<file path="config.mk">
export PLATFORM = sky130hd
export DESIGN_NAME = maind_top
export DESIGN_NICKNAME = d
export VERILOG_FILES = /design/src/rtl/maind_pkg.sv /design/src/rtl/csr_axil.sv /design/src/rtl/led_bank.sv /design/src/rtl/led_engine.sv /design/src/rtl/maind_top.sv /design/src/rtl/sys_timing.sv /design/src/rtl/trig_receiver.sv
export SDC_FILE = /design/constraint.sdc
export NUM_CORES = 1
export LEC_CHECK = 0
export ABC_AREA = 0
export BUFFER_PORTS_ARGS = -buffer_cell sky130_fd_sc_hd__buf_2
export CORE_MARGIN = 2
export CORE_UTILIZATION = 39
export DETAILED_ROUTE_END_ITERATION = 10
export GPL_ROUTABILITY_DRIVEN = 0
export GPL_TIMING_DRIVEN = 0
export PLACE_DENSITY_LB_ADDON = 0.1
export SYNTH_ARGS = -nofsm -noshare
export SYNTH_HDL_FRONTEND = slang
export SYNTH_SLANG_ARGS = --single-unit
</file>
<file path="constraint.sdc">
create_clock -name CLK125 -period 3.5 [get_ports CLK125]
set_input_delay 1.05 -clock CLK125 [delete_from_list [all_inputs] [get_ports CLK125]]
set_output_delay 1.05 -clock CLK125 [all_outputs]
set_load 0.005 [all_outputs]
</file>
<file path="src/rtl/maind_pkg.sv">
package maind_pkg;

	////////////////////////////////////////////////////////////
	// Widths
	////////////////////////////////////////////////////////////

	// Trigger token carried on the serial line
	localparam int TOKEN_W = 10;
	// Status word back over the serial links
	localparam int LINK_W = 16;
	// Register bus
	localparam int AXIL_ADDR_W = 4;
	localparam int AXIL_DATA_W = 32;

	////////////////////////////////////////////////////////////
	// Constants
	////////////////////////////////////////////////////////////

	// Comma sent when no token goes out
	localparam logic [LINK_W-1:0] LINK_IDLE = 16'h00BC;

	// Register byte offsets
	localparam logic [AXIL_ADDR_W-1:0] CSR_CONTROL = 4'h0;
	localparam logic [AXIL_ADDR_W-1:0] CSR_STATUS = 4'h4;
	localparam logic [AXIL_ADDR_W-1:0] CSR_VERSION = 4'h8;

	// Design version readback
	localparam logic [AXIL_DATA_W-1:0] VERSION_WORD = 32'h0125_0102;

	// AXI response codes
	localparam logic [1:0] RESP_OKAY = 2'b00;
	localparam logic [1:0] RESP_SLVERR = 2'b10;

	////////////////////////////////////////////////////////////
	// Bundles
	////////////////////////////////////////////////////////////

	// Received token with its receipt strobe
	typedef struct packed {
		logic rdy;
		logic err;
		logic [TOKEN_W-1:0] value;
	} token_t;

	// Control register fields
	typedef struct packed {
		logic clk_sel;
		logic inhibit;
		logic test_pulse;
	} csr_ctrl_t;

	// Master to slave
	typedef struct packed {
		logic [AXIL_ADDR_W-1:0] awaddr;
		logic awvalid;
		logic [AXIL_DATA_W-1:0] wdata;
		logic wvalid;
		logic bready;
		logic [AXIL_ADDR_W-1:0] araddr;
		logic arvalid;
		logic rready;
	} axil_req_t;

	// Slave to master
	typedef struct packed {
		logic awready;
		logic wready;
		logic [1:0] bresp;
		logic bvalid;
		logic arready;
		logic [AXIL_DATA_W-1:0] rdata;
		logic [1:0] rresp;
		logic rvalid;
	} axil_rsp_t;

endpackage

</file>
<file path="src/rtl/csr_axil.sv">
`timescale 1ns/1ns

module csr_axil (
	input  logic CLK125,
	input  logic reset_i,
	input  maind_pkg::axil_req_t axil_req_i,
	output maind_pkg::axil_rsp_t axil_rsp_o,
	input  maind_pkg::token_t token_i,
	output maind_pkg::csr_ctrl_t ctrl_o,
	output logic access_o
);

	logic wr_acc;
	logic rd_acc;
	logic wr_ok;
	logic bvalid_q;
	logic rvalid_q;
	logic [1:0] bresp_q;
	logic [1:0] rresp_q;
	logic [maind_pkg::AXIL_DATA_W-1:0] rdata_q;
	logic [maind_pkg::AXIL_DATA_W-1:0] rd_data;
	logic [1:0] rd_resp;
	// Last token, err on top
	logic [maind_pkg::TOKEN_W:0] status_q;
	maind_pkg::csr_ctrl_t ctrl_q;
	logic access_q;

	////////////////////////////////////////////////////////////
	// Handshakes
	////////////////////////////////////////////////////////////

	// Address and data together, only with no pending response
	assign wr_acc = axil_req_i.awvalid & axil_req_i.wvalid & ~bvalid_q;
	assign rd_acc = axil_req_i.arvalid & ~rvalid_q;

	// Only CONTROL takes writes
	assign wr_ok = (axil_req_i.awaddr == maind_pkg::CSR_CONTROL);

	// Read decode
	always_comb begin
		rd_data = '0;
		rd_resp = maind_pkg::RESP_OKAY;
		case (axil_req_i.araddr)
			maind_pkg::CSR_CONTROL: begin
				rd_data[0] = ctrl_q.clk_sel;
				rd_data[1] = ctrl_q.inhibit;
				rd_data[2] = ctrl_q.test_pulse;
			end
			maind_pkg::CSR_STATUS: begin
				rd_data[maind_pkg::TOKEN_W:0] = status_q;
			end
			maind_pkg::CSR_VERSION: begin
				rd_data = maind_pkg::VERSION_WORD;
			end
			default: begin
				// Unmapped, zero data
				rd_resp = maind_pkg::RESP_SLVERR;
			end
		endcase
	end

	////////////////////////////////////////////////////////////
	// Control state
	////////////////////////////////////////////////////////////
	always_ff @(posedge CLK125) begin
		if (reset_i) begin
			bvalid_q <= 1'b0;
			rvalid_q <= 1'b0;
			ctrl_q <= '0;
			status_q <= '0;
			access_q <= 1'b0;
		end else begin
			// Write response held until bready
			if (wr_acc) begin
				bvalid_q <= 1'b1;
			end else if (axil_req_i.bready) begin
				bvalid_q <= 1'b0;
			end
			// Read response held until rready
			if (rd_acc) begin
				rvalid_q <= 1'b1;
			end else if (axil_req_i.rready) begin
				rvalid_q <= 1'b0;
			end
			if (wr_acc && wr_ok) begin
				ctrl_q.clk_sel <= axil_req_i.wdata[0];
				ctrl_q.inhibit <= axil_req_i.wdata[1];
				ctrl_q.test_pulse <= axil_req_i.wdata[2];
			end
			// Latch every received token
			if (token_i.rdy) begin
				status_q <= {token_i.err, token_i.value};
			end
			// One pulse per accepted transaction, for the LED
			access_q <= wr_acc | rd_acc;
		end
	end

	// Response payload
	always_ff @(posedge CLK125) begin
		if (wr_acc) begin
			bresp_q <= wr_ok ? maind_pkg::RESP_OKAY : maind_pkg::RESP_SLVERR;
		end
		if (rd_acc) begin
			rdata_q <= rd_data;
			rresp_q <= rd_resp;
		end
	end

	////////////////////////////////////////////////////////////
	// Outputs
	////////////////////////////////////////////////////////////
	always_comb begin
		axil_rsp_o.awready = wr_acc;
		axil_rsp_o.wready = wr_acc;
		axil_rsp_o.bresp = bresp_q;
		axil_rsp_o.bvalid = bvalid_q;
		axil_rsp_o.arready = rd_acc;
		axil_rsp_o.rdata = rdata_q;
		axil_rsp_o.rresp = rresp_q;
		axil_rsp_o.rvalid = rvalid_q;
	end

	assign ctrl_o = ctrl_q;
	assign access_o = access_q;

endmodule

</file>
<file path="src/rtl/led_bank.sv">
`timescale 1ns/1ns

module led_bank #(
	parameter int unsigned STRETCH_CYCLES = 12500000
) (
	input  logic CLK125,
	input  logic reset_i,
	input  logic sys_rst_i,
	input  maind_pkg::token_t token_i,
	input  logic access_i,
	input  maind_pkg::csr_ctrl_t ctrl_i,
	output logic [3:0] led_o
);

	logic [3:0] ledp;

	////////////////////////////////////////////////////////////
	// Indicator sources
	////////////////////////////////////////////////////////////
	always_ff @(posedge CLK125) begin
		if (reset_i) begin
			ledp <= '0;
		end else begin
			// Yellow, global reset or bad token
			ledp[0] <= sys_rst_i | (token_i.rdy & token_i.err);
			// Register bus access
			ledp[1] <= access_i;
			// Master trigger received
			ledp[2] <= token_i.rdy;
			// No inhibit
			ledp[3] <= ~ctrl_i.inhibit;
		end
	end

	// One stretcher per LED
	for (genvar i = 0; i < 4; i++) begin : g_led
		led_engine #(
			.STRETCH_CYCLES(STRETCH_CYCLES)
		) i_led_engine (
			.CLK125(CLK125),
			.reset_i(reset_i),
			.trig_i(ledp[i]),
			.led_o(led_o[i])
		);
	end

endmodule

</file>
<file path="src/rtl/led_engine.sv">
`timescale 1ns/1ns

module led_engine #(
	parameter int unsigned STRETCH_CYCLES = 12500000
) (
	input  logic CLK125,
	input  logic reset_i,
	input  logic trig_i,
	output logic led_o
);

	localparam int CNT_W = $clog2(STRETCH_CYCLES + 1);

	logic [CNT_W-1:0] on_cnt;

	// Reload on every trigger, count out otherwise
	always_ff @(posedge CLK125) begin
		if (reset_i) begin
			on_cnt <= '0;
		end else if (trig_i) begin
			on_cnt <= CNT_W'(STRETCH_CYCLES);
		end else if (on_cnt != '0) begin
			on_cnt <= on_cnt - 1'b1;
		end
	end

	// Lit while time remains
	assign led_o = (on_cnt != '0);

endmodule

</file>
<file path="src/rtl/maind_top.sv">
`timescale 1ns/1ns

module maind_top #(
	// Power-up holdoff, 8 ms at 125 MHz
	parameter int unsigned HOLDOFF_CYCLES = 1000000,
	// LED on-time, 100 ms
	parameter int unsigned STRETCH_CYCLES = 12500000
) (
	input  logic CLK125,
	input  logic reset_i,
	input  logic ext_reset_n_i,
	input  logic ser_trig_i,
	input  maind_pkg::axil_req_t axil_req_i,
	output maind_pkg::axil_rsp_t axil_rsp_o,
	output logic [maind_pkg::LINK_W-1:0] link_word_o,
	output logic link_kchar_o,
	output logic sync_o,
	output logic sys_rst_o,
	output logic clk_sel_o,
	output logic inhibit_o,
	output logic test_pulse_o,
	output logic [3:0] led_o
);

	logic sys_rst;
	logic access;
	maind_pkg::token_t token;
	maind_pkg::csr_ctrl_t ctrl;

	////////////////////////////////////////////////////////////
	// Reset and sync
	////////////////////////////////////////////////////////////
	sys_timing #(
		.HOLDOFF_CYCLES(HOLDOFF_CYCLES)
	) i_sys_timing (
		.CLK125(CLK125),
		.reset_i(reset_i),
		.ext_reset_n_i(ext_reset_n_i),
		.ctrl_i(ctrl),
		.sys_rst_o(sys_rst),
		.sync_o(sync_o)
	);

	// Serial trigger in, status word out
	trig_receiver i_trig_receiver (
		.CLK125(CLK125),
		.reset_i(reset_i),
		.ser_trig_i(ser_trig_i),
		.token_o(token),
		.link_word_o(link_word_o),
		.link_kchar_o(link_kchar_o)
	);

	// Register block
	csr_axil i_csr_axil (
		.CLK125(CLK125),
		.reset_i(reset_i),
		.axil_req_i(axil_req_i),
		.axil_rsp_o(axil_rsp_o),
		.token_i(token),
		.ctrl_o(ctrl),
		.access_o(access)
	);

	// Front panel
	led_bank #(
		.STRETCH_CYCLES(STRETCH_CYCLES)
	) i_led_bank (
		.CLK125(CLK125),
		.reset_i(reset_i),
		.sys_rst_i(sys_rst),
		.token_i(token),
		.access_i(access),
		.ctrl_i(ctrl),
		.led_o(led_o)
	);

	assign sys_rst_o = sys_rst;
	// Clock mux and channel controls
	assign clk_sel_o = ctrl.clk_sel;
	assign inhibit_o = ctrl.inhibit;
	assign test_pulse_o = ctrl.test_pulse;

endmodule

</file>
<file path="src/rtl/sys_timing.sv">
`timescale 1ns/1ns

module sys_timing #(
	parameter int unsigned HOLDOFF_CYCLES = 1000000
) (
	input  logic CLK125,
	input  logic reset_i,
	input  logic ext_reset_n_i,
	input  maind_pkg::csr_ctrl_t ctrl_i,
	output logic sys_rst_o,
	output logic sync_o
);

	// Wide enough to hold the terminal count
	localparam int HOLD_W = $clog2(HOLDOFF_CYCLES + 1);

	logic [HOLD_W-1:0] hold_cnt;
	logic hold_done;
	logic [2:0] div_cnt;

	// Counter parks on its last value
	assign hold_done = (hold_cnt == HOLD_W'(HOLDOFF_CYCLES - 1));

	////////////////////////////////////////////////////////////
	// Power-up holdoff, then external reset line
	////////////////////////////////////////////////////////////
	always_ff @(posedge CLK125) begin
		if (reset_i) begin
			hold_cnt <= '0;
			sys_rst_o <= 1'b1;
		end else if (!hold_done) begin
			hold_cnt <= hold_cnt + 1'b1;
			sys_rst_o <= 1'b1;
		end else begin
			// Line is active low
			sys_rst_o <= ~ext_reset_n_i;
		end
	end

	////////////////////////////////////////////////////////////
	// 125/8 MHz sync wave
	////////////////////////////////////////////////////////////
	always_ff @(posedge CLK125) begin
		if (reset_i) begin
			div_cnt <= '0;
			sync_o <= 1'b0;
		end else begin
			div_cnt <= div_cnt + 1'b1;
			// Blanked while inhibit set
			sync_o <= div_cnt[2] & ~ctrl_i.inhibit;
		end
	end

endmodule

</file>
<file path="src/rtl/trig_receiver.sv">
`timescale 1ns/1ns

module trig_receiver (
	input  logic CLK125,
	input  logic reset_i,
	input  logic ser_trig_i,
	output maind_pkg::token_t token_o,
	output logic [maind_pkg::LINK_W-1:0] link_word_o,
	output logic link_kchar_o
);

	// Bit index 0 to TOKEN_W, the last one is parity
	localparam int CNT_W = $clog2(maind_pkg::TOKEN_W + 1);
	localparam logic [CNT_W-1:0] PAR_IDX = CNT_W'(maind_pkg::TOKEN_W);

	logic busy;
	logic [CNT_W-1:0] bit_cnt;
	logic [maind_pkg::TOKEN_W-1:0] shift_q;
	logic par_bit;
	maind_pkg::token_t token_q;

	// Sampling the parity bit in this cycle
	assign par_bit = busy && (bit_cnt == PAR_IDX);

	////////////////////////////////////////////////////////////
	// Frame control
	////////////////////////////////////////////////////////////
	always_ff @(posedge CLK125) begin
		if (reset_i) begin
			busy <= 1'b0;
			bit_cnt <= '0;
			token_q <= '0;
		end else begin
			// Strobe lasts one cycle
			token_q.rdy <= 1'b0;
			if (!busy) begin
				// Idle low, start bit is high
				if (ser_trig_i) begin
					busy <= 1'b1;
					bit_cnt <= '0;
				end
			end else if (par_bit) begin
				busy <= 1'b0;
				token_q.rdy <= 1'b1;
				token_q.value <= shift_q;
				// Odd parity expected over data and parity
				token_q.err <= ~(^{shift_q, ser_trig_i});
			end else begin
				bit_cnt <= bit_cnt + 1'b1;
			end
		end
	end

	// Data bits, MSB first
	always_ff @(posedge CLK125) begin
		if (busy && !par_bit) begin
			shift_q <= {shift_q[maind_pkg::TOKEN_W-2:0], ser_trig_i};
		end
	end

	assign token_o = token_q;

	////////////////////////////////////////////////////////////
	// Return link word
	////////////////////////////////////////////////////////////

	// Token with status when one arrives, comma otherwise
	assign link_word_o = token_q.rdy ? {5'b10000, token_q.err, token_q.value}
		: maind_pkg::LINK_IDLE;
	// Data word is not a K character
	assign link_kchar_o = ~token_q.rdy;

endmodule

</file>
==> run_results.csv <==
group,metric,value,unit
clock_tree,numCtsBuffers,17,
drt,drt_pass1_iterations,5,
pwr,comb_power_share,32.3,%
synth,syn-cell-area,0.00852,mm^2
finish,seqCellArea,0.00391,mm^2
synth,yosysWarnings,0,
worst_setup_path,worstPathArrival,2.33,ns
synth,synth-simple-area-share,25.1,%
synth,synth_fa_ha_area_share,1.76,%
pwr,intPower,0.00446,W
place,dpl.hpwl,14400,um
finish,multi_input_area,0.00432,mm^2
synth,synth_seq_cells,183,
worst_setup_path,required,2.45,ns
global_routing,grt_pass1_wl,32500,um
worst_setup_path,path_class,"flip-flop to primary output",
synth,async_flop_share,0,%
pwr,p_clk_share,28.1,%
pwr,powerDensity,700,mW/mm^2
synth,synth_top_family_by_area,"simple AND/OR/NAND/NOR gates",
worst_setup_path,end_kind,"primary output",
clock_tree,cts_sinks,183,
timing,whs,0.432,ns
clock_tree,cts_tree,"built",
synth,synth.avg_cell_area,9.00,um^2
synth,netlist_top_cells_area,"dfxtp_1, edfxtp_1, nor2_1",
clock_tree,clockBufferDepth,2,
timing,drv_slew,0,
clock_tree,htreeDepth,4,
pwr,net-switching-power,0.00254,W
timing,max_slew_margin,23.8,%
finish,diodes,0,
synth,synth.largest_area_cell,"dfxtp_1",
synth,synth_ff_type,"dfxtp_1",
floorplanning,die_h,152,um
worst_setup_path,crit_family,"simple AND/OR/NAND/NOR gates",
floorplanning,io_pins,116,
place,place_inst,1310,
synth,yosysMostFrequentCell,"dfxtp_1",
synth,synth_top_area_share,37.4,%
job,drv_cap,0,
global_routing,grt_pass1_vias,6335,
floorplanning,die-area,0.0230,mm^2
synth,synthCells,946,
floorplanning,initial_core_util,39.4,%
synth,synthXorXnorAreaFrac,7.81,%
drt,ant_nets,0,
clock_tree,root_buffer,"clkbuf_16",
timing,hold_viol,0,
worst_setup_path,path_cells,"or4_4 > or4_4 > nor4_4 > nand2_1 > buf_2",
finish,post_layout_nonfiller_instances,1342,
drt,routed_via_density,5.10,
timing,setup_viol,0,
worst_setup_path,max_stage_delay,0.54,ns
drt,avgRoutedWirePerCell,14.9,um
synth,synthTopCellsByCount,"dfxtp_1, nor2_1, a21oi_1",
worst_setup_path,cp-start-kind,"flip-flop",
clock_tree,path_clk_slew,0.07,ns
pwr,ir_drop,344,uV
timing,fin_setup_tns,0,ns
finish,areaGrowthSynthToFinish,17.3,%
floorplanning,die_width,152,um
drt,drcViolationCount,0,
global_routing,antenna_found_initial,0,
place,place_ws,0.0849,ns
pwr,power_frac_seq,39.7,%
worst_setup_path,crit_slowest_cell,"or4_4",
global_routing,grt_usage,17.9,%
synth,muxShareOfSynthArea,1.53,%
timing,tightest_slew,1.13,ns
drt,num_vias,6846,
min_path,hold_class,"flip-flop to flip-flop",
pwr,switching_share,36.3,%
synth,synth_compound_area_share,12.1,%
finish,layout.nets,1110,
synth,synth_enable_flop_cells,24,
worst_setup_path,crit_fanout,5,
synth,seq_area_frac_synth,45.8,%
timing,rsz0062_at_grt,"false",
place,io_buffers,62,
timing,fmax,0.295,GHz
floorplanning,core_area,0.0216,mm^2
drt,routed_wl,20000,um
timing,min_period,3.38,ns
drt,drt_iter0_markers,282,
floorplanning,num_rows,54,
global_routing,grt_max_degree,19,
finish,fillers,2156,
pwr,leakagePower,3.82,nW
timing,fin_worst_skew,0.0143,ns
synth,synth_cell_types,57,
global_routing,grt.overflow.total,0,
finish,drive_gt1_share,15.8,%
worst_setup_path,crit_top_cell,"or4_4",
worst_setup_path,crit_buf_inv,1,
timing,setup_ws,0.115,ns
clock_tree,insertion_delay,0.43,ns
run_status,status,"finished clean",
timing,finalCritPeriodShare,96.7,%
==> through the flow <==
stage | instance area [um^2] | utilization (%) | total power [W]
floorplan | 8600 | - | 0.00440
global placement | 9260 | 42.8 | 0.00490
detailed placement | 9260 | 42.8 | 0.00491
CTS | 9910 | 45.8 | 0.00693
global route | 10000 | 46.2 | 0.00749
finish | 10000 | 46.2 | 0.00700
==> worst paths after layout <==
kind / start / to / slack (ns) / depth (start not counted)
worst min register to register: i_sys_timing.div_cnt[0]$_SDFF_PP0_ / i_sys_timing.div_cnt[0]$_SDFF_PP0_ / 0.43 / 1
worst min-delay path: i_sys_timing.div_cnt[0]$_SDFF_PP0_ / i_sys_timing.div_cnt[0]$_SDFF_PP0_ / 0.43 / 1
worst max register to register: i_led_bank.g_led[3].i_led_engine.on_cnt[2]$_SDFFE_PP0P_ / i_led_bank.g_led[3].i_led_engine.on_cnt[11]$_SDFFE_PP0P_ / 1.00 / 5
worst max-delay path: i_led_bank.g_led[1].i_led_engine.on_cnt[12]$_SDFFE_PP0P_ / led_o[1] / 0.12 / 5
==> kinds of logic (layout without fill, tap and decap cells) <==
logic type	count (synthesis)	after routing
AOI/OAI and AO/OA	167	167
and+or+nand+nor	400	400
other	1	23
buffers and inverters	94	188
xor gates and xnor gates	76	76
adders and majority gates	12	12
muxes	13	13
DFF	183	183
==> area by class of cell <==
| class | instances | area share, % |
|---|---|---|
| Multi-Input combinational cell | 691 | 43.2 |
| Sequential cell | 183 | 39.1 |
| Clock buffer | 18 | 4.51 |
| Buffer | 67 | 3.96 |
| Tap cell | 280 | 3.50 |
| Timing Repair Buffer | 64 | 3.25 |
| Clock inverter | 14 | 1.51 |
| Inverter | 25 | 0.939 |
==> layer usage <==
metal	vias up	GRT usage [%]	part of all wire [%]
met3	18	3.20	2.9
met5	-	0	0
met1	3188	24.7	49
met4	0	4.95	1.0
met2	92	28.8	47
li1	3548	-	-
==> registers in the layout, indices dropped and copies added, names as in the netlist <==
| register | count |
|---|---|
| i_csr_axil.access_o | 1 |
| i_csr_axil.bresp_q | 1 |
| i_csr_axil.bvalid_q | 1 |
| i_csr_axil.ctrl_o | 3 |
| i_csr_axil.rdata_q | 12 |
| i_csr_axil.rresp_q | 1 |
| i_csr_axil.rvalid_q | 1 |
| i_csr_axil.status_q | 11 |
| i_led_bank.g_led.i_led_engine.on_cnt | 96 |
| i_led_bank.ledp | 4 |
| i_sys_timing.div_cnt | 3 |
| i_sys_timing.hold_cnt | 20 |
| i_sys_timing.sync_o | 1 |
| i_sys_timing.sys_rst_o | 1 |
| i_trig_receiver.bit_cnt | 4 |
| i_trig_receiver.busy | 1 |
| i_trig_receiver.shift_q | 10 |
| i_trig_receiver.token_o | 12 |
==> timing repair <==
action	CTS	global route
endpoints found under the setup margin	3	4
buffers inserted	1	1
hold buffers	0	0
gates resized for setup	9	15
cloned	0	0
pin swaps	1	1
==> power by group through the flow <==
stage               Clock [W]  Combinational, W  Sequential [W]
floorplan                   0           0.00169         0.00271
global placement            0           0.00212         0.00278
detailed placement          0           0.00213         0.00278
CTS                   0.00202           0.00216         0.00275
global route          0.00210           0.00255         0.00283
finish                0.00197           0.00226         0.00277
==> cell usage in the layout (no fill, tap or decap), drive strengths merged, types with 7 or more instances in the layout <==
| master | instances |
|---|---|
| nand3b | 7 |
| or4 | 14 |
| xor2 | 46 |
| nor2 | 115 |
| edfxtp | 24 |
| buf | 103 |
| and2 | 18 |
| and3 | 7 |
| o21ai | 14 |
| nand2b | 11 |
| nand3 | 22 |
| xnor2 | 30 |
| clkbuf | 46 |
| nor4 | 24 |
| a31oi | 14 |
| a211oi | 12 |
| clkinv | 7 |
| nor3b | 9 |
| ha | 12 |
| nor3 | 32 |
| dfxtp | 159 |
| and4 | 9 |
| nand2 | 55 |
| conb | 23 |
| nor2b | 8 |
| mux2i | 13 |
| a21oi | 84 |
| nand4 | 19 |
| or2 | 9 |
| or3 | 22 |
| o211ai | 7 |
| inv | 30 |
No activity file was read; power rests on OpenSTA's default activity.
